### config.mk
export PLATFORM = sky130hd
export DESIGN_NAME = uart_periph_top
export DESIGN_NICKNAME = d
export VERILOG_FILES = /design/src/source/uart_bus_pkg.sv /design/src/source/uart_reg_pkg.sv /design/src/source/uart_periph_top.sv /design/src/source/uart_regs.sv /design/src/source/uart_rx.sv /design/src/source/uart_tx.sv
export VERILOG_INCLUDE_DIRS = /design/src /design/src/include
export SDC_FILE = /design/constraint.sdc
export NUM_CORES = 1
export LEC_CHECK = 0
export ABC_CLOCK_PERIOD_IN_PS = 2390
export BUFFER_PORTS_ARGS = -buffer_cell sky130_fd_sc_hd__clkbuf_2
export CORE_ASPECT_RATIO = 0.75
export CORE_MARGIN = 2
export CORE_UTILIZATION = 50
export CTS_BUF_LIST = sky130_fd_sc_hd__clkbuf_8
export CTS_CLUSTER_DIAMETER = 80
export DETAILED_ROUTE_END_ITERATION = 7
export GPL_TIMING_DRIVEN = 0
export PLACE_DENSITY = 0.73
export SLEW_MARGIN = 20
export SYNTH_ARGS = -nofsm -noshare
export SYNTH_HDL_FRONTEND = slang
export SYNTH_SLANG_ARGS = --single-unit
### constraint.sdc
create_clock -name clk -period 2.39 [get_ports clk]
set_input_delay 0.3585 -clock clk [delete_from_list [all_inputs] [get_ports clk]]
set_output_delay 0.3585 -clock clk [all_outputs]
set_load 0.01 [all_outputs]
### src/include/uart_defs.svh
`ifndef UART_DEFS_SVH
`define UART_DEFS_SVH

// Data bus word width
`define UART_XLEN     32

// Serial character and divisor widths
`define UART_DATA_W   8
`define UART_DIV_W    8

// Clocks per bit after reset
`define UART_BAUD_RST 8

// Register index taken from addr[4:2]
`define UART_REG_AW   3

`endif

### src/source/uart_bus_pkg.sv
`default_nettype none
`include "uart_defs.svh"

package uart_bus_pkg;

    // Word and byte address on the data bus
    typedef logic [`UART_XLEN-1:0] bus_data_t;
    typedef logic [`UART_XLEN-1:0] bus_addr_t;

    // Master side of the four-phase handshake
    typedef struct packed {
        logic      req;
        logic      w_en;
        bus_addr_t addr;
        bus_data_t w_data;
    } dbus_req_s;

    // Slave side, r_data valid while ack is high
    typedef struct packed {
        logic      ack;
        bus_data_t r_data;
    } dbus_rsp_s;

endpackage

`default_nettype wire

### src/source/uart_reg_pkg.sv
`default_nettype none
`include "uart_defs.svh"

package uart_reg_pkg;

    typedef logic [`UART_DATA_W-1:0] uart_byte_t;

    // Clocks per serial bit, never below 4
    typedef logic [`UART_DIV_W-1:0] uart_div_t;

    // Register map
    typedef enum logic [`UART_REG_AW-1:0] {
        REG_DATA    = 3'd0,
        REG_IE      = 3'd1,
        REG_STATUS  = 3'd2,
        REG_LCTRL   = 3'd3,
        REG_BAUD    = 3'd4,
        REG_SCRATCH = 3'd7
    } uart_reg_e;

    // STATUS bits, also the IE mask layout
    localparam int ST_RX_FULL   = 0;
    localparam int ST_FRAME_ERR = 1;
    localparam int ST_TX_IDLE   = 5;

    // LCTRL bits
    localparam int LCTRL_TWO_STOP = 0;

    typedef enum logic [1:0] {TX_IDLE, TX_START, TX_DATA, TX_STOP} tx_state_e;
    typedef enum logic [1:0] {RX_IDLE, RX_START, RX_DATA, RX_STOP} rx_state_e;

endpackage

`default_nettype wire

### src/source/uart_periph_top.sv
`timescale 1ns/1ns
`default_nettype none

module uart_periph_top (
    input  wire logic                    clk,
    input  wire logic                    rst_n,
    input  wire uart_bus_pkg::dbus_req_s dbus_req_i,
    input  wire logic                    sel_i,
    output uart_bus_pkg::dbus_rsp_s      dbus_rsp_o,
    output logic                         irq_o,
    input  wire logic                    rxd_i,
    output logic                         txd_o
);

    // Transmit path
    logic                     tx_start;
    uart_reg_pkg::uart_byte_t tx_byte;
    logic                     two_stop;
    logic                     tx_busy;

    // Receive path
    logic                     rx_valid;
    uart_reg_pkg::uart_byte_t rx_byte;
    logic                     frame_err;

    // Shared by both directions
    uart_reg_pkg::uart_div_t  baud_div;

    uart_regs i_regs (
        .clk         (clk),
        .rst_n       (rst_n),
        .dbus_req_i  (dbus_req_i),
        .sel_i       (sel_i),
        .dbus_rsp_o  (dbus_rsp_o),
        .irq_o       (irq_o),
        .tx_start_o  (tx_start),
        .tx_byte_o   (tx_byte),
        .two_stop_o  (two_stop),
        .baud_div_o  (baud_div),
        .tx_busy_i   (tx_busy),
        .rx_valid_i  (rx_valid),
        .rx_byte_i   (rx_byte),
        .frame_err_i (frame_err)
    );

    uart_tx i_tx (
        .clk         (clk),
        .rst_n       (rst_n),
        .start_i     (tx_start),
        .data_i      (tx_byte),
        .two_stop_i  (two_stop),
        .baud_div_i  (baud_div),
        .busy_o      (tx_busy),
        .txd_o       (txd_o)
    );

    uart_rx i_rx (
        .clk         (clk),
        .rst_n       (rst_n),
        .rxd_i       (rxd_i),
        .baud_div_i  (baud_div),
        .valid_o     (rx_valid),
        .data_o      (rx_byte),
        .frame_err_o (frame_err)
    );

endmodule

`default_nettype wire

### src/source/uart_regs.sv
`timescale 1ns/1ns
`default_nettype none
`include "uart_defs.svh"

module uart_regs (
    input  wire logic                     clk,
    input  wire logic                     rst_n,

    input  wire uart_bus_pkg::dbus_req_s  dbus_req_i,
    input  wire logic                     sel_i,
    output uart_bus_pkg::dbus_rsp_s       dbus_rsp_o,
    output logic                          irq_o,

    output logic                          tx_start_o,
    output uart_reg_pkg::uart_byte_t      tx_byte_o,
    output logic                          two_stop_o,
    output uart_reg_pkg::uart_div_t       baud_div_o,
    input  wire logic                     tx_busy_i,

    input  wire logic                     rx_valid_i,
    input  wire uart_reg_pkg::uart_byte_t rx_byte_i,
    input  wire logic                     frame_err_i
);

    uart_reg_pkg::uart_reg_e  reg_idx;
    logic                     access;
    logic                     wr_access;
    logic                     rd_access;
    logic                     tx_accept;
    uart_reg_pkg::uart_byte_t wr_byte;
    uart_reg_pkg::uart_div_t  wr_div;
    uart_reg_pkg::uart_byte_t rd_byte;
    uart_reg_pkg::uart_byte_t status;

    logic                     ack_q;
    uart_bus_pkg::bus_data_t  r_data_q;

    uart_reg_pkg::uart_byte_t data_tx_q;
    uart_reg_pkg::uart_byte_t data_rx_q;
    uart_reg_pkg::uart_byte_t ie_q;
    uart_reg_pkg::uart_byte_t lctrl_q;
    uart_reg_pkg::uart_byte_t scratch_q;
    uart_reg_pkg::uart_div_t  baud_q;

    logic                     rx_full_q;
    logic                     frame_err_q;
    logic                     tx_idle_q;
    logic                     tx_start_q;
    logic                     irq_q;

    // Bus decode
    // --------------------
    assign reg_idx   = uart_reg_pkg::uart_reg_e'(dbus_req_i.addr[`UART_REG_AW+1:2]);
    assign wr_byte   = dbus_req_i.w_data[`UART_DATA_W-1:0];
    assign wr_div    = dbus_req_i.w_data[`UART_DIV_W-1:0];

    // One access per handshake, taken on the cycle before ack rises
    assign access    = dbus_req_i.req && sel_i && !ack_q;
    assign wr_access = access && dbus_req_i.w_en;
    assign rd_access = access && !dbus_req_i.w_en;

    // A DATA write is only passed on while the transmitter is free
    assign tx_accept = wr_access && (reg_idx == uart_reg_pkg::REG_DATA)
                       && !tx_busy_i && !tx_start_q;

    always_comb begin
        status = '0;
        status[uart_reg_pkg::ST_RX_FULL]   = rx_full_q;
        status[uart_reg_pkg::ST_FRAME_ERR] = frame_err_q;
        status[uart_reg_pkg::ST_TX_IDLE]   = tx_idle_q;
    end

    always_comb begin
        case (reg_idx)
            uart_reg_pkg::REG_DATA:    rd_byte = data_rx_q;
            uart_reg_pkg::REG_IE:      rd_byte = ie_q;
            uart_reg_pkg::REG_STATUS:  rd_byte = status;
            uart_reg_pkg::REG_LCTRL:   rd_byte = lctrl_q;
            uart_reg_pkg::REG_BAUD:    rd_byte = baud_q;
            uart_reg_pkg::REG_SCRATCH: rd_byte = scratch_q;
            default:                   rd_byte = '0;
        endcase
    end

    // Four-phase slave
    // --------------------
    always_ff @(posedge clk) begin
        if (!rst_n) begin
            ack_q <= 1'b0;
        end else if (access) begin
            ack_q <= 1'b1;
        end else if (!dbus_req_i.req) begin
            // Release one cycle after the master drops req
            ack_q <= 1'b0;
        end
    end

    always_ff @(posedge clk) begin
        if (access) begin
            if (dbus_req_i.w_en) begin
                r_data_q <= '0;
            end else begin
                r_data_q <= {{(`UART_XLEN-`UART_DATA_W){1'b0}}, rd_byte};
            end
        end
    end

    // Register file
    // --------------------
    always_ff @(posedge clk) begin
        if (!rst_n) begin
            ie_q      <= '0;
            lctrl_q   <= '0;
            baud_q    <= uart_reg_pkg::uart_div_t'(`UART_BAUD_RST);
            scratch_q <= '0;
        end else if (wr_access) begin
            // DATA, STATUS and unmapped indexes fall through here
            case (reg_idx)
                uart_reg_pkg::REG_IE:      ie_q      <= wr_byte;
                uart_reg_pkg::REG_LCTRL:   lctrl_q   <= wr_byte;
                uart_reg_pkg::REG_BAUD:    baud_q    <= wr_div;
                uart_reg_pkg::REG_SCRATCH: scratch_q <= wr_byte;
                default: begin
                end
            endcase
        end
    end

    always_ff @(posedge clk) begin
        if (tx_accept) begin
            data_tx_q <= wr_byte;
        end
        // Newest received byte wins
        if (rx_valid_i) begin
            data_rx_q <= rx_byte_i;
        end
    end

    always_ff @(posedge clk) begin
        if (!rst_n) begin
            tx_start_q <= 1'b0;
        end else begin
            tx_start_q <= tx_accept;
        end
    end

    // Status and interrupt
    // --------------------
    always_ff @(posedge clk) begin
        if (!rst_n) begin
            rx_full_q   <= 1'b0;
            frame_err_q <= 1'b0;
            tx_idle_q   <= 1'b1;
            irq_q       <= 1'b0;
        end else begin
            // Set has priority over the read-clear
            if (rx_valid_i) begin
                rx_full_q <= 1'b1;
            end else if (rd_access && (reg_idx == uart_reg_pkg::REG_DATA)) begin
                rx_full_q <= 1'b0;
            end

            if (frame_err_i) begin
                frame_err_q <= 1'b1;
            end else if (rd_access && (reg_idx == uart_reg_pkg::REG_STATUS)) begin
                frame_err_q <= 1'b0;
            end

            tx_idle_q <= !tx_busy_i;
            irq_q     <= |(status & ie_q);
        end
    end

    assign dbus_rsp_o.ack    = ack_q;
    assign dbus_rsp_o.r_data = r_data_q;
    assign irq_o             = irq_q;

    assign tx_start_o = tx_start_q;
    assign tx_byte_o  = data_tx_q;
    assign two_stop_o = lctrl_q[uart_reg_pkg::LCTRL_TWO_STOP];
    assign baud_div_o = baud_q;

endmodule

`default_nettype wire

### src/source/uart_rx.sv
`timescale 1ns/1ns
`default_nettype none

module uart_rx (
    input  wire logic                     clk,
    input  wire logic                     rst_n,
    input  wire logic                     rxd_i,
    input  wire uart_reg_pkg::uart_div_t  baud_div_i,
    output logic                          valid_o,
    output uart_reg_pkg::uart_byte_t      data_o,
    output logic                          frame_err_o
);

    localparam int unsigned NBITS = $bits(uart_reg_pkg::uart_byte_t);
    localparam int unsigned IDX_W = $clog2(NBITS);
    localparam logic [IDX_W-1:0] LAST_BIT = IDX_W'(NBITS - 1);

    logic                     rxd_meta;
    logic                     rxd_sync;
    logic                     rxd_prev;
    logic                     fall;
    logic                     bit_end;

    uart_reg_pkg::rx_state_e  state_q;
    uart_reg_pkg::uart_div_t  cnt_q;
    uart_reg_pkg::uart_div_t  div_q;
    logic [IDX_W-1:0]         bit_q;
    uart_reg_pkg::uart_byte_t shift_q;
    logic                     valid_q;
    logic                     ferr_q;

    // Input synchronizer
    // --------------------
    // Held at the idle level through reset so no false start is seen
    always_ff @(posedge clk) begin
        if (!rst_n) begin
            rxd_meta <= 1'b1;
            rxd_sync <= 1'b1;
            rxd_prev <= 1'b1;
        end else begin
            rxd_meta <= rxd_i;
            rxd_sync <= rxd_meta;
            rxd_prev <= rxd_sync;
        end
    end

    assign fall    = rxd_prev && !rxd_sync;
    assign bit_end = (cnt_q == '0);

    // Sampler
    // --------------------
    always_ff @(posedge clk) begin
        if (!rst_n) begin
            state_q <= uart_reg_pkg::RX_IDLE;
            cnt_q   <= '0;
            bit_q   <= '0;
            valid_q <= 1'b0;
            ferr_q  <= 1'b0;
        end else begin
            valid_q <= 1'b0;
            ferr_q  <= 1'b0;

            // Half a bit from the edge lands in the middle of the start bit
            if (state_q == uart_reg_pkg::RX_IDLE) begin
                cnt_q <= (baud_div_i >> 1) - 1'b1;
            end else if (bit_end) begin
                cnt_q <= div_q - 1'b1;
            end else begin
                cnt_q <= cnt_q - 1'b1;
            end

            case (state_q)
                uart_reg_pkg::RX_IDLE: begin
                    if (fall) begin
                        state_q <= uart_reg_pkg::RX_START;
                    end
                end
                uart_reg_pkg::RX_START: begin
                    if (bit_end) begin
                        if (!rxd_sync) begin
                            state_q <= uart_reg_pkg::RX_DATA;
                            bit_q   <= '0;
                        end else begin
                            // Glitch, line went back high
                            state_q <= uart_reg_pkg::RX_IDLE;
                        end
                    end
                end
                uart_reg_pkg::RX_DATA: begin
                    if (bit_end) begin
                        bit_q <= bit_q + 1'b1;
                        if (bit_q == LAST_BIT) begin
                            state_q <= uart_reg_pkg::RX_STOP;
                        end
                    end
                end
                uart_reg_pkg::RX_STOP: begin
                    if (bit_end) begin
                        state_q <= uart_reg_pkg::RX_IDLE;
                        valid_q <= rxd_sync;
                        ferr_q  <= !rxd_sync;
                    end
                end
            endcase
        end
    end

    // LSB arrives first and shifts down from the top
    always_ff @(posedge clk) begin
        if ((state_q == uart_reg_pkg::RX_IDLE) && fall) begin
            div_q <= baud_div_i;
        end
        if ((state_q == uart_reg_pkg::RX_DATA) && bit_end) begin
            shift_q <= {rxd_sync, shift_q[NBITS-1:1]};
        end
    end

    assign valid_o     = valid_q;
    assign data_o      = shift_q;
    assign frame_err_o = ferr_q;

endmodule

`default_nettype wire

### src/source/uart_tx.sv
`timescale 1ns/1ns
`default_nettype none

module uart_tx (
    input  wire logic                     clk,
    input  wire logic                     rst_n,
    input  wire logic                     start_i,
    input  wire uart_reg_pkg::uart_byte_t data_i,
    input  wire logic                     two_stop_i,
    input  wire uart_reg_pkg::uart_div_t  baud_div_i,
    output logic                          busy_o,
    output logic                          txd_o
);

    localparam int unsigned NBITS = $bits(uart_reg_pkg::uart_byte_t);
    localparam int unsigned IDX_W = $clog2(NBITS);
    localparam logic [IDX_W-1:0] LAST_BIT = IDX_W'(NBITS - 1);

    uart_reg_pkg::tx_state_e  state_q;
    uart_reg_pkg::uart_div_t  cnt_q;
    uart_reg_pkg::uart_div_t  div_q;
    logic [IDX_W-1:0]         bit_q;
    uart_reg_pkg::uart_byte_t shift_q;
    logic                     two_stop_q;
    logic                     second_stop_q;
    logic                     txd_q;
    logic                     bit_end;

    assign bit_end = (cnt_q == '0);

    // Bit timing and frame sequencing
    always_ff @(posedge clk) begin
        if (!rst_n) begin
            state_q       <= uart_reg_pkg::TX_IDLE;
            cnt_q         <= '0;
            bit_q         <= '0;
            second_stop_q <= 1'b0;
        end else begin
            // Idle keeps the counter primed for the start bit
            if (state_q == uart_reg_pkg::TX_IDLE) begin
                cnt_q <= baud_div_i - 1'b1;
            end else if (bit_end) begin
                cnt_q <= div_q - 1'b1;
            end else begin
                cnt_q <= cnt_q - 1'b1;
            end

            case (state_q)
                uart_reg_pkg::TX_IDLE: begin
                    if (start_i) begin
                        state_q <= uart_reg_pkg::TX_START;
                    end
                end
                uart_reg_pkg::TX_START: begin
                    if (bit_end) begin
                        state_q <= uart_reg_pkg::TX_DATA;
                        bit_q   <= '0;
                    end
                end
                uart_reg_pkg::TX_DATA: begin
                    if (bit_end) begin
                        bit_q <= bit_q + 1'b1;
                        if (bit_q == LAST_BIT) begin
                            state_q       <= uart_reg_pkg::TX_STOP;
                            second_stop_q <= two_stop_q;
                        end
                    end
                end
                uart_reg_pkg::TX_STOP: begin
                    if (bit_end) begin
                        if (second_stop_q) begin
                            second_stop_q <= 1'b0;
                        end else begin
                            state_q <= uart_reg_pkg::TX_IDLE;
                        end
                    end
                end
            endcase
        end
    end

    // Frame settings are latched with the byte
    always_ff @(posedge clk) begin
        if (start_i && (state_q == uart_reg_pkg::TX_IDLE)) begin
            shift_q    <= data_i;
            div_q      <= baud_div_i;
            two_stop_q <= two_stop_i;
        end else if ((state_q == uart_reg_pkg::TX_DATA) && bit_end) begin
            shift_q <= shift_q >> 1;
        end
    end

    // Registered line, one cycle behind the state
    always_ff @(posedge clk) begin
        if (!rst_n) begin
            txd_q <= 1'b1;
        end else begin
            case (state_q)
                uart_reg_pkg::TX_START: txd_q <= 1'b0;
                uart_reg_pkg::TX_DATA:  txd_q <= shift_q[0];
                default:                txd_q <= 1'b1;
            endcase
        end
    end

    assign busy_o = (state_q != uart_reg_pkg::TX_IDLE);
    assign txd_o  = txd_q;

endmodule

`default_nettype wire

==> results of run 1 <==
area by class of cell:
cell class                 instances  area, um^2
clock buffer                      17         234
inverter                          11        45.0
timing repair buffer              30         160
sequential                       128        3130
multi-input combinational        353        2230
buffer                            48         283
fill                             896        4430
clock inverter                    15         206
tap                              140         175
layout by cell type, fill, tap and decap left out, types with 5 or more instances in the layout:
master / count
buf_2: 6
inv_6: 5
ha_1: 10
edfxtp_1: 57
inv_1: 10
nor3_1: 7
a311o_1: 5
a22oi_1: 9
nand2b_1: 8
a221oi_1: 6
nand2_1: 43
buf_4: 29
a21oi_1: 32
a311oi_1: 5
o21ai_0: 10
nand3_1: 7
mux2_2: 8
clkinvlp_4: 6
clkbuf_8: 17
clkbuf_2: 27
dfxtp_1: 70
clkbuf_1: 14
mux2i_1: 36
nor2_1: 69
conb_1: 24
Yosys cell counts (all sizes together) (2+ instances only):
master   n
a211oi   4
a21o     3
a21oi   33
a221oi   7
a222oi   2
a22oi    9
a311o    6
a311oi   5
a31oi    3
a32oi    3
and2     6
and3     3
buf     33
clkbuf  15
dfxtp   71
edfxtp  57
ha      10
inv     11
mux2     8
mux2i   36
nand2   44
nand2b   8
nand3    7
nand4    2
nor2    71
nor2b    4
nor3     7
nor4     7
o211a    2
o21ai   11
o22ai    3
o31ai    2
or2      4
or3      4
or4      2
xor2     3
metal layers:
layer | part of all wire | routed length (um) | up-vias
li1 | - | - | 1974
met1 | 0.45 | 5810 | 2012
met2 | 0.46 | 5920 | 178
met3 | 0.085 | 1110 | 12
met4 | 0.010 | 131 | 0
met5 | 0 | 0 | -
power groups by stage:
| stage | clock [W] | sequential [W] | combinational (W) |
|---|---|---|---|
| floorplan | 0 | 0.00249 | 0.000700 |
| global placement | 0 | 0.00251 | 0.000884 |
| detailed placement | 0 | 0.00251 | 0.000923 |
| CTS | 0.00209 | 0.00247 | 0.000940 |
| global route | 0.00217 | 0.00250 | 0.00110 |
| finish | 0.00206 | 0.00249 | 0.000996 |
path summary, 6_finish.rpt:
kind	cells past startpoint	slack, ps	endpoint	start
max reg2reg	9	190	i_rx.cnt_q[2]	i_rx.cnt_q[6]
min	2	100	i_rx.rxd_meta	rxd_i
min reg2reg	0	430	i_regs.data_rx_q[0]	i_rx.data_o[0]
max	9	190	i_rx.cnt_q[2]	i_rx.cnt_q[6]
through the flow:
| step | power, W | TNS, ps |
|---|---|---|
| floorplan | 0.00319 | 0 |
| global placement | 0.00339 | 0 |
| detailed placement | 0.00344 | -72.8 |
| CTS | 0.00550 | 0 |
| global route | 0.00577 | 0 |
| finish | 0.00555 | 0 |
cells by family after synthesis:
kind of cell | after synthesis
AOI/OAI and AO/OA | 97
buffers and inverters | 59
muxes | 44
adders and majority gates | 10
other | 1
and+or+nand+nor | 174
xor gates and xnor gates | 4
DFF | 128
repair_timing:
item | in CTS | in global routing
setup endpoints to repair | 6 | 23
pin swaps | 1 | 2
hold buffers | 0 | 0
setup buffers | 1 | 3
resized for setup | 2 | 10
==> metrics, run 1 <==
largest family of logic cells by synthesized area=simple AND/OR/NAND/NOR gates; synthesis warning total=0; design area=~6500 um^2; area grow syn2layout=16.4%; Post-Syn Area=5560 um^2; clock tree buffer depth=2; CP max FO=6; asr flop ratio synth=0; Worst EP required=roughly 2800 ps; Post-Synth Simple-Gate Area=0.147; Max Cap Viol=0; mux cell area share after synthesis=0.0810; DRT antenna net count=0; CP Class=reg -> reg; Syn Inst Count=between 500 and 600; Final setup viols=0; switching part of the total power=0.293; Tmin final=2200 ps; Sink Count=~130; Post-synth EDFFs=57; initial antenna violation count=0; crit start category=register; HPWL after DPL=about 9000 um; I/O Pins=105; Overflow after GRT=0; Flop pwr share=0.449; top-area cell type share of the netlist area=0.308; vias in the first global route=4013; clock insertion delay at the later pin of the skew report=roughly 440 ps; Antenna Cells=0; M3 GR Usage=0.0629; Worst Path Buf+Inv=1; Power Density=about 860 nW/um^2; Max-slew headroom=0.410; Yosys reg bits=around 130; Synth Area in Compound Gates=0.121; Vias/cell=about 5.6; top cells by area, synth=edfxtp_1 31%, dfxtp_1 26%, mux2i_1 6.5%, nor2_1 4.7%, buf_4 3.4%; first-pass GRT wire length=20400 um; drt drc=0; largest net degree at the start of global routing=17; period utilization=0.920; die span in x=approximately 130 um; htree depth=4; Hold WS=around 99 ps; Top FF cell, synth=dfxtp_1; CP max stage delay=450 ps; Worst Tran Pin Value=about 880 ps; Top delay family on crit path=simple AND/OR/NAND/NOR gates; largest area contributor in the netlist=edfxtp_1; Comb pwr share=0.179; drt total wl=13000 um; fin cells=approximately 740; CTS tree=done; highest clock rate=approximately 450 MHz; cell mode on critical path=a21oi_1; layout cell share with drive strength beyond 1=0.199; GPL Wtd Cong=roughly 0.9; TritonCTS Buffers=17; Crit path arrival time=roughly 2600 ps; Final WS setup=~190 ps; adder-cell area share of the yosys netlist=0.0225; worst path cell trace=nor4_4, and2_0, buf_2, a21oi_1, nor2_1, a21oi_1, ha_1, or3_1, a21oi_1; via count=about 4200; DR WL/cell=between 15 and 20 um; nets=roughly 670; Row Count=33; register area share after synthesis=0.563; dpl ws=-36.2 ps; CP max stage cell=nor4_4; outcome=complete, no violations; Avg Synthesized Cell Area=10.8 um^2; Port Buffer Count=26; gr busiest metal=met2; Max Slew Vio Count=0; RSZ-0062 raised after global routing=no; Die Y=95.3 um; met1 Usage GRT=0.300; core footprint=between 10000 and 15000 um^2; clock power share=0.372; dpl cells=just over 700; initial core utilization=0.510; root buf cell=clkbuf_8; Fin Clk Skew=slightly above 8 ps; Hold Crit Class=in -> reg; gr usage total=0.223; Post-Synth XOR/XNOR Area=0.00630; initial DRC count=between 300 and 400; Cell variety after synth=57; Pleak=about 2.5 nW; DR pass1 iterations=5; Sw Pwr=~0.0016 W; Global Route met2 Usage=0.356; DP Area=slightly below 6000 um^2; internal power=a little under 0.004 W; endpoints failing hold=0; Worst IR Drop VDD=roughly 0.45 mV; crit end category=register; Die Footprint=between 10000 and 15000 um^2; final core utilization=0.594; clk slew on worst S/H paths=80 ps
No activity file was read; power rests on OpenSTA's default activity.
==> run 2, diff against run 1 <==
--- a/config.mk
+++ b/config.mk
@@ -9,13 +9,13 @@
 export ABC_CLOCK_PERIOD_IN_PS = 2390
 export BUFFER_PORTS_ARGS = -buffer_cell sky130_fd_sc_hd__clkbuf_2
 export CORE_ASPECT_RATIO = 0.75
-export CORE_MARGIN = 2
-export CORE_UTILIZATION = 50
+export CORE_MARGIN = 5
+export CORE_UTILIZATION = 57
 export CTS_BUF_LIST = sky130_fd_sc_hd__clkbuf_8
 export CTS_CLUSTER_DIAMETER = 80
 export DETAILED_ROUTE_END_ITERATION = 7
 export GPL_TIMING_DRIVEN = 0
-export PLACE_DENSITY = 0.73
+export PLACE_DENSITY = 0.82
 export SLEW_MARGIN = 20
 export SYNTH_ARGS = -nofsm -noshare
 export SYNTH_HDL_FRONTEND = slang
==> metrics, run 2 (same netlist as run 1, synthesis figures left out) <==
period utilization=0.956 (+0.0361); Port Buffer Count=26 (unchanged); Worst Tran Pin Value=822 ps (-61.2 ps); dpl ws=8.13 ps (+44.3 ps); Hold WS=108 ps (+9.40 ps); most common cell after layout, fill and taps aside=dfxtp_1; CP max FO=10 (+4); DRT antenna net count=0 (unchanged); CTS tree=done; met2 wire length=6190 um (+4.5%); Crit path arrival time=2590 ps (+20 ps); Final WS setup=104 ps (-86.2 ps); Antenna Cells=0 (unchanged); crit end category=register; drt total wl=13300 um (+2.8%); routed wl met3=1240 um (+12%); Max-slew headroom=0.451 (+0.0409); highest clock rate=437 MHz (-3.8%); Overflow after GRT=0 (unchanged); initial core utilization=0.580 (+0.0703); GPL Wtd Cong=0.912 (+1.2%); crit start category=register; top sig layer=met4; area grow syn2layout=15.4%; Worst Path Buf+Inv=3 (+2); Sink Count=128 (unchanged); initial DRC count=469 (+34%); via count=4296 (+2.9%); I/O Pins=105 (unchanged); Hold Crit Class=in -> reg; DR WL/cell=18.2 um (+3.9%); Max Slew Vio Count=0 (unchanged); flop2flop setup slack=100 ps (-90 ps); most frequent cells in the layout=71 x dfxtp_1, 68 x nor2_1, 57 x edfxtp_1; Top delay family on crit path=compound AO/OA/AOI/OAI gates; root buf cell=clkbuf_8; CP max stage delay=400 ps (-50 ps); initial antenna violation count=0 (unchanged); core footprint=9580 um^2 (-12%); Max Cap Viol=0 (unchanged); CP Class=reg -> reg; endpoints failing hold=0 (unchanged); total negative setup slack=0 ps (unchanged); Worst Hold End=i_rx.rxd_meta; nets=669 (unchanged); hold wc startpoint=rxd_i; Die Footprint=11900 um^2 (-1.2%); HPWL after DPL=9210 um (+1.8%); FF-to-FF Start=i_tx.state_q[0]; Power Density=839 nW/um^2 (-2.3%); drt drc=0 (unchanged); Pleak=2.49 nW (-0.24%); Levels on crit path=10 (+1); Post-CTS Hold Fix Bufs=0 (unchanged); final core utilization=0.670 (+0.0763); layout cell share with drive strength beyond 1=0.194 (-0.00498); Tot Pwr=0.00538 W (-3.1%); outcome=complete, no violations; largest net degree at the start of global routing=17 (unchanged); die span in x=124 um (-1.4%); clk slew on worst S/H paths=80 ps (about the same); htree depth=4 (unchanged); Final setup viols=0 (unchanged); clock insertion delay at the later pin of the skew report=430 ps (about the same); cell depth of the worst hold path=2 (unchanged); clock tree buffer depth=2 (unchanged); Fin Clk Skew=11.2 ps (+2.87 ps); TritonCTS Buffers=17 (unchanged); Vias/cell=5.85 (+4.0%); Row Count=31 (-6.1%); gr usage total=0.227 (+0.00394); Worst EP required=2690 ps (-70 ps); DR pass1 iterations=5 (unchanged); depth of the worst register-to-register path=10 (+1); vias in the first global route=3949 (-1.6%); reg2reg end=i_tx.cnt_q[4]; first-pass GRT wire length=20300 um (-0.68%); Worst IR Drop VDD=0.494 mV (+8.7%); WL met1=5660 um (-2.5%); Tmin final=2290 ps (+86.2 ps); worst path cell trace=inv_1, ha_1, clkbuf_2, a311o_2, nand2_1, ha_1, inv_1, a221oi_1, xor2_1, nor2_1; Die Y=95.5 um (+0.22%); CP max stage cell=dfxtp_1
[run 2: changes by cell type in the layout (fill, tap and decap cells not counted), sizes merged]
cell | before | now
clkinv | 1 | 7
clkbuf | 58 | 59
clkinvlp | 6 | 2
bufinv | 4 | 2
inv | 15 | 14
[run 2: how the worst max path moves through the flow]
stage / from / end / slack, ps
after floorplan: i_tx.state_q[0] / i_tx.cnt_q[7] / 340
after global placement: i_rx.cnt_q[1] / i_rx.cnt_q[6] / 40
after detailed placement: i_rx.cnt_q[4] / i_rx.bit_q[0] / 8
after CTS: i_tx.state_q[0] / i_tx.div_q[6] / 20
after global routing: i_tx.state_q[0] / i_tx.cnt_q[4] / -40
final: i_tx.state_q[0] / i_tx.cnt_q[4] / 100
[run 2: stage by stage]
step	cells	instance area [um^2]
3_3_place_gp	698	5940
2_1_floorplan	540	5650
3_5_place_dp	698	5940
6_report	734	6420
5_1_grt	734	6420
4_1_cts	731	6370
[run 2: repair_timing]
action | in CTS | in global routing
endpoints found under the hold margin | 0 | 0
pin swaps | 1 | 2
endpoints found under the setup margin | 5 | 23
buffers inserted | 1 | 3
gates resized for setup | 3 | 7
[run 2: final cells by class]
cell class / count / area, um^2
inverter: 11 / 45.0
timing repair buffer: 30 / 160
fill: 716 / 3160
sequential: 128 / 3130
tap: 132 / 165
clock inverter: 14 / 155
buffer: 48 / 283
clock buffer: 18 / 248
multi-input combinational: 353 / 2230
[run 2: routing by layer]
metal,vias up,GRT usage
li1,1975,-
met1,2066,0.318
met2,226,0.351
met3,29,0.0540
met4,0,0.0729
met5,-,0
[run 2: report_power, final]
group	total (W)	switching, W	internal (W)
sequential	0.00249	0.000118	0.00237
combinational	0.00101	0.000611	0.000403
clock	0.00188	0.000907	0.000969
total	0.00538	0.00164	0.00375
==> run 3, diff against run 2 <==
--- a/config.mk
+++ b/config.mk
@@ -10,13 +10,12 @@
 export BUFFER_PORTS_ARGS = -buffer_cell sky130_fd_sc_hd__clkbuf_2
 export CORE_ASPECT_RATIO = 0.75
 export CORE_MARGIN = 5
-export CORE_UTILIZATION = 57
+export CORE_UTILIZATION = 48
 export CTS_BUF_LIST = sky130_fd_sc_hd__clkbuf_8
 export CTS_CLUSTER_DIAMETER = 80
 export DETAILED_ROUTE_END_ITERATION = 7
 export GPL_TIMING_DRIVEN = 0
-export PLACE_DENSITY = 0.82
-export SLEW_MARGIN = 20
+export PLACE_DENSITY = 0.71
 export SYNTH_ARGS = -nofsm -noshare
 export SYNTH_HDL_FRONTEND = slang
 export SYNTH_SLANG_ARGS = --single-unit
==> metrics, run 3 (same netlist as run 1, synthesis figures left out) <==
die span in x=134 um (+8.3%); hold wc startpoint=rxd_i; Max Cap Viol=0 (unchanged); I/O Pins=105 (unchanged); crit start category=register; via count=4194 (-2.4%); Power Density=831 nW/um^2 (-0.88%); drt total wl=13000 um (-2.1%); Fin Clk Skew=8.54 ps (-2.64 ps); Die Y=103 um (+8.0%); endpoints failing hold=0 (unchanged); DR WL/cell=17.5 um (-3.6%); Die Footprint=13900 um^2 (+17%); Final setup viols=0 (unchanged); Pleak=2.49 nW (about the same); depth of the worst register-to-register path=10 (unchanged); most frequent cells in the layout=69 x dfxtp_1, 68 x nor2_1, 57 x edfxtp_1; vias in the first global route=3895 (-1.4%); largest net degree at the start of global routing=17 (unchanged); TritonCTS Buffers=17 (unchanged); area grow syn2layout=15.4% (about the same); most common cell after layout, fill and taps aside=dfxtp_1; gr usage total=0.195 (-0.0320); first-pass GRT wire length=20600 um (+1.4%); Worst Tran Pin Value=762 ps (-60.0 ps); clock tree buffer depth=2 (unchanged); root buf cell=clkbuf_8; nets=668 (-0.15%); worst setup path startpoint=i_rx.cnt_q[6]; reg2reg end=i_rx.cnt_q[6]; Max Slew Vio Count=0 (unchanged); DR pass1 iterations=5 (unchanged); Antenna Cells=0 (unchanged); Port Buffer Count=26 (unchanged); Tmin final=2230 ps (-57.7 ps); initial DRC count=461 (-1.7%); initial antenna violation count=0 (unchanged); clock insertion delay at the later pin of the skew report=440 ps (about the same); crit end category=register; final core utilization=0.559 (-0.111); clk slew on worst S/H paths=70 ps (about the same); FF-to-FF Start=i_rx.cnt_q[6]; RSZ-0062 raised after global routing=no; highest clock rate=449 MHz (+2.6%); Overflow after GRT=0 (unchanged); Sink Count=128 (unchanged); period utilization=0.932 (-0.0242); Worst EP required=2680 ps (about the same); GPL Wtd Cong=0.909 (-0.42%); htree depth=4 (unchanged); Max-slew headroom=0.491 (+0.0401); cell depth of the worst hold path=2 (unchanged); CTS tree=done; core footprint=11500 um^2 (+20%); fin cells=745 (+1.5%); initial core utilization=0.484 (-0.0963); Row Count=34 (+9.7%); area of the multi-input gates=2230 um^2 (unchanged); layout cell share with drive strength beyond 1=0.195 (+0.000323); drt drc=0 (unchanged); Worst Hold End=i_rx.rxd_meta; Hold Crit Class=in -> reg; HPWL after DPL=8980 um (-2.5%); Vias/cell=5.63 (-3.8%); Fill cells=992 (+39%); Worst IR Drop VDD=0.479 mV (-3.0%); Hold WS=98.9 ps (-9.64 ps); DRT antenna net count=0 (unchanged); flop2flop setup slack=160 ps (+60 ps); Crit path arrival time=2520 ps (-70 ps); dpl cells=710 (+1.7%); CP max FO=6 (-4); outcome=complete, no violations; area occupied by registers=3140 um^2 (about the same); CP Class=reg -> reg
[run 3: cell type report]
cell class / count / share of cell area
inverter: 11 / 0.00643
tap: 144 / 0.0281
multi-input combinational: 353 / 0.347
timing repair buffer: 30 / 0.0250
clock buffer: 17 / 0.0365
sequential: 128 / 0.488
buffer: 47 / 0.0433
clock inverter: 15 / 0.0251
[run 3: layer usage]
layer / vias to the layer above / track usage / share of wire
met3: 24 / 0.0566 / 0.075
met4: 0 / 0.0634 / 0.016
met1: 2047 / 0.271 / 0.46
met2: 154 / 0.298 / 0.45
met5: - / 0 / 0
li1: 1969 / - / -
[run 3: stage by stage]
step | setup TNS (ps) | total power (W) | setup slack (ps) | area, um^2
2_1_floorplan | 0 | 0.00319 | 336 | 5650
4_1_cts | 0 | 0.00529 | 26.6 | 6370
5_1_grt | 0 | 0.00559 | 22.0 | 6420
3_5_place_dp | -24.2 | 0.00343 | -21.1 | 5960
3_3_place_gp | 0 | 0.00340 | 45.2 | 5960
6_report | 0 | 0.00533 | 162 | 6420
[run 3: what timing repair did]
item / CTS / global route
buffers inserted: 0 / 4
pin swaps: 0 / 3
endpoints found under the setup margin: 4 / 30
gates resized for setup: 3 / 6
hold endpoints to repair: 0 / 0
hold buffers: 0 / 0
[run 3: where the power goes]
part / internal, W / switching [W] / total [W]
sequential: 0.00237 / 0.000114 / 0.00249
combinational: 0.000398 / 0.000584 / 0.000982
clock: 0.000938 / 0.000926 / 0.00186
total: 0.00371 / 0.00162 / 0.00533
[run 3: worst max path at each step]
stage	endpoint	slack, ps	cells past startpoint
4_1_cts	i_tx.div_q[6]	30	6
6_report	i_rx.cnt_q[6]	160	10
2_1_floorplan	i_tx.cnt_q[7]	340	7
5_1_grt	i_tx.cnt_q[4]	20	9
3_5_place_dp	i_rx.bit_q[0]	-20	5
3_3_place_gp	i_rx.cnt_q[6]	50	10
[run 3: critical path: stages, from the launching register on]
cell and delay, ps:
dfxtp_1 360, nor4_4 480, and2_0 180, buf_2 160, a21oi_1 80, nor2_1 100
a21oi_1 60, ha_1 230, o21ai_1 200, or4_1 170, a21oi_1 70
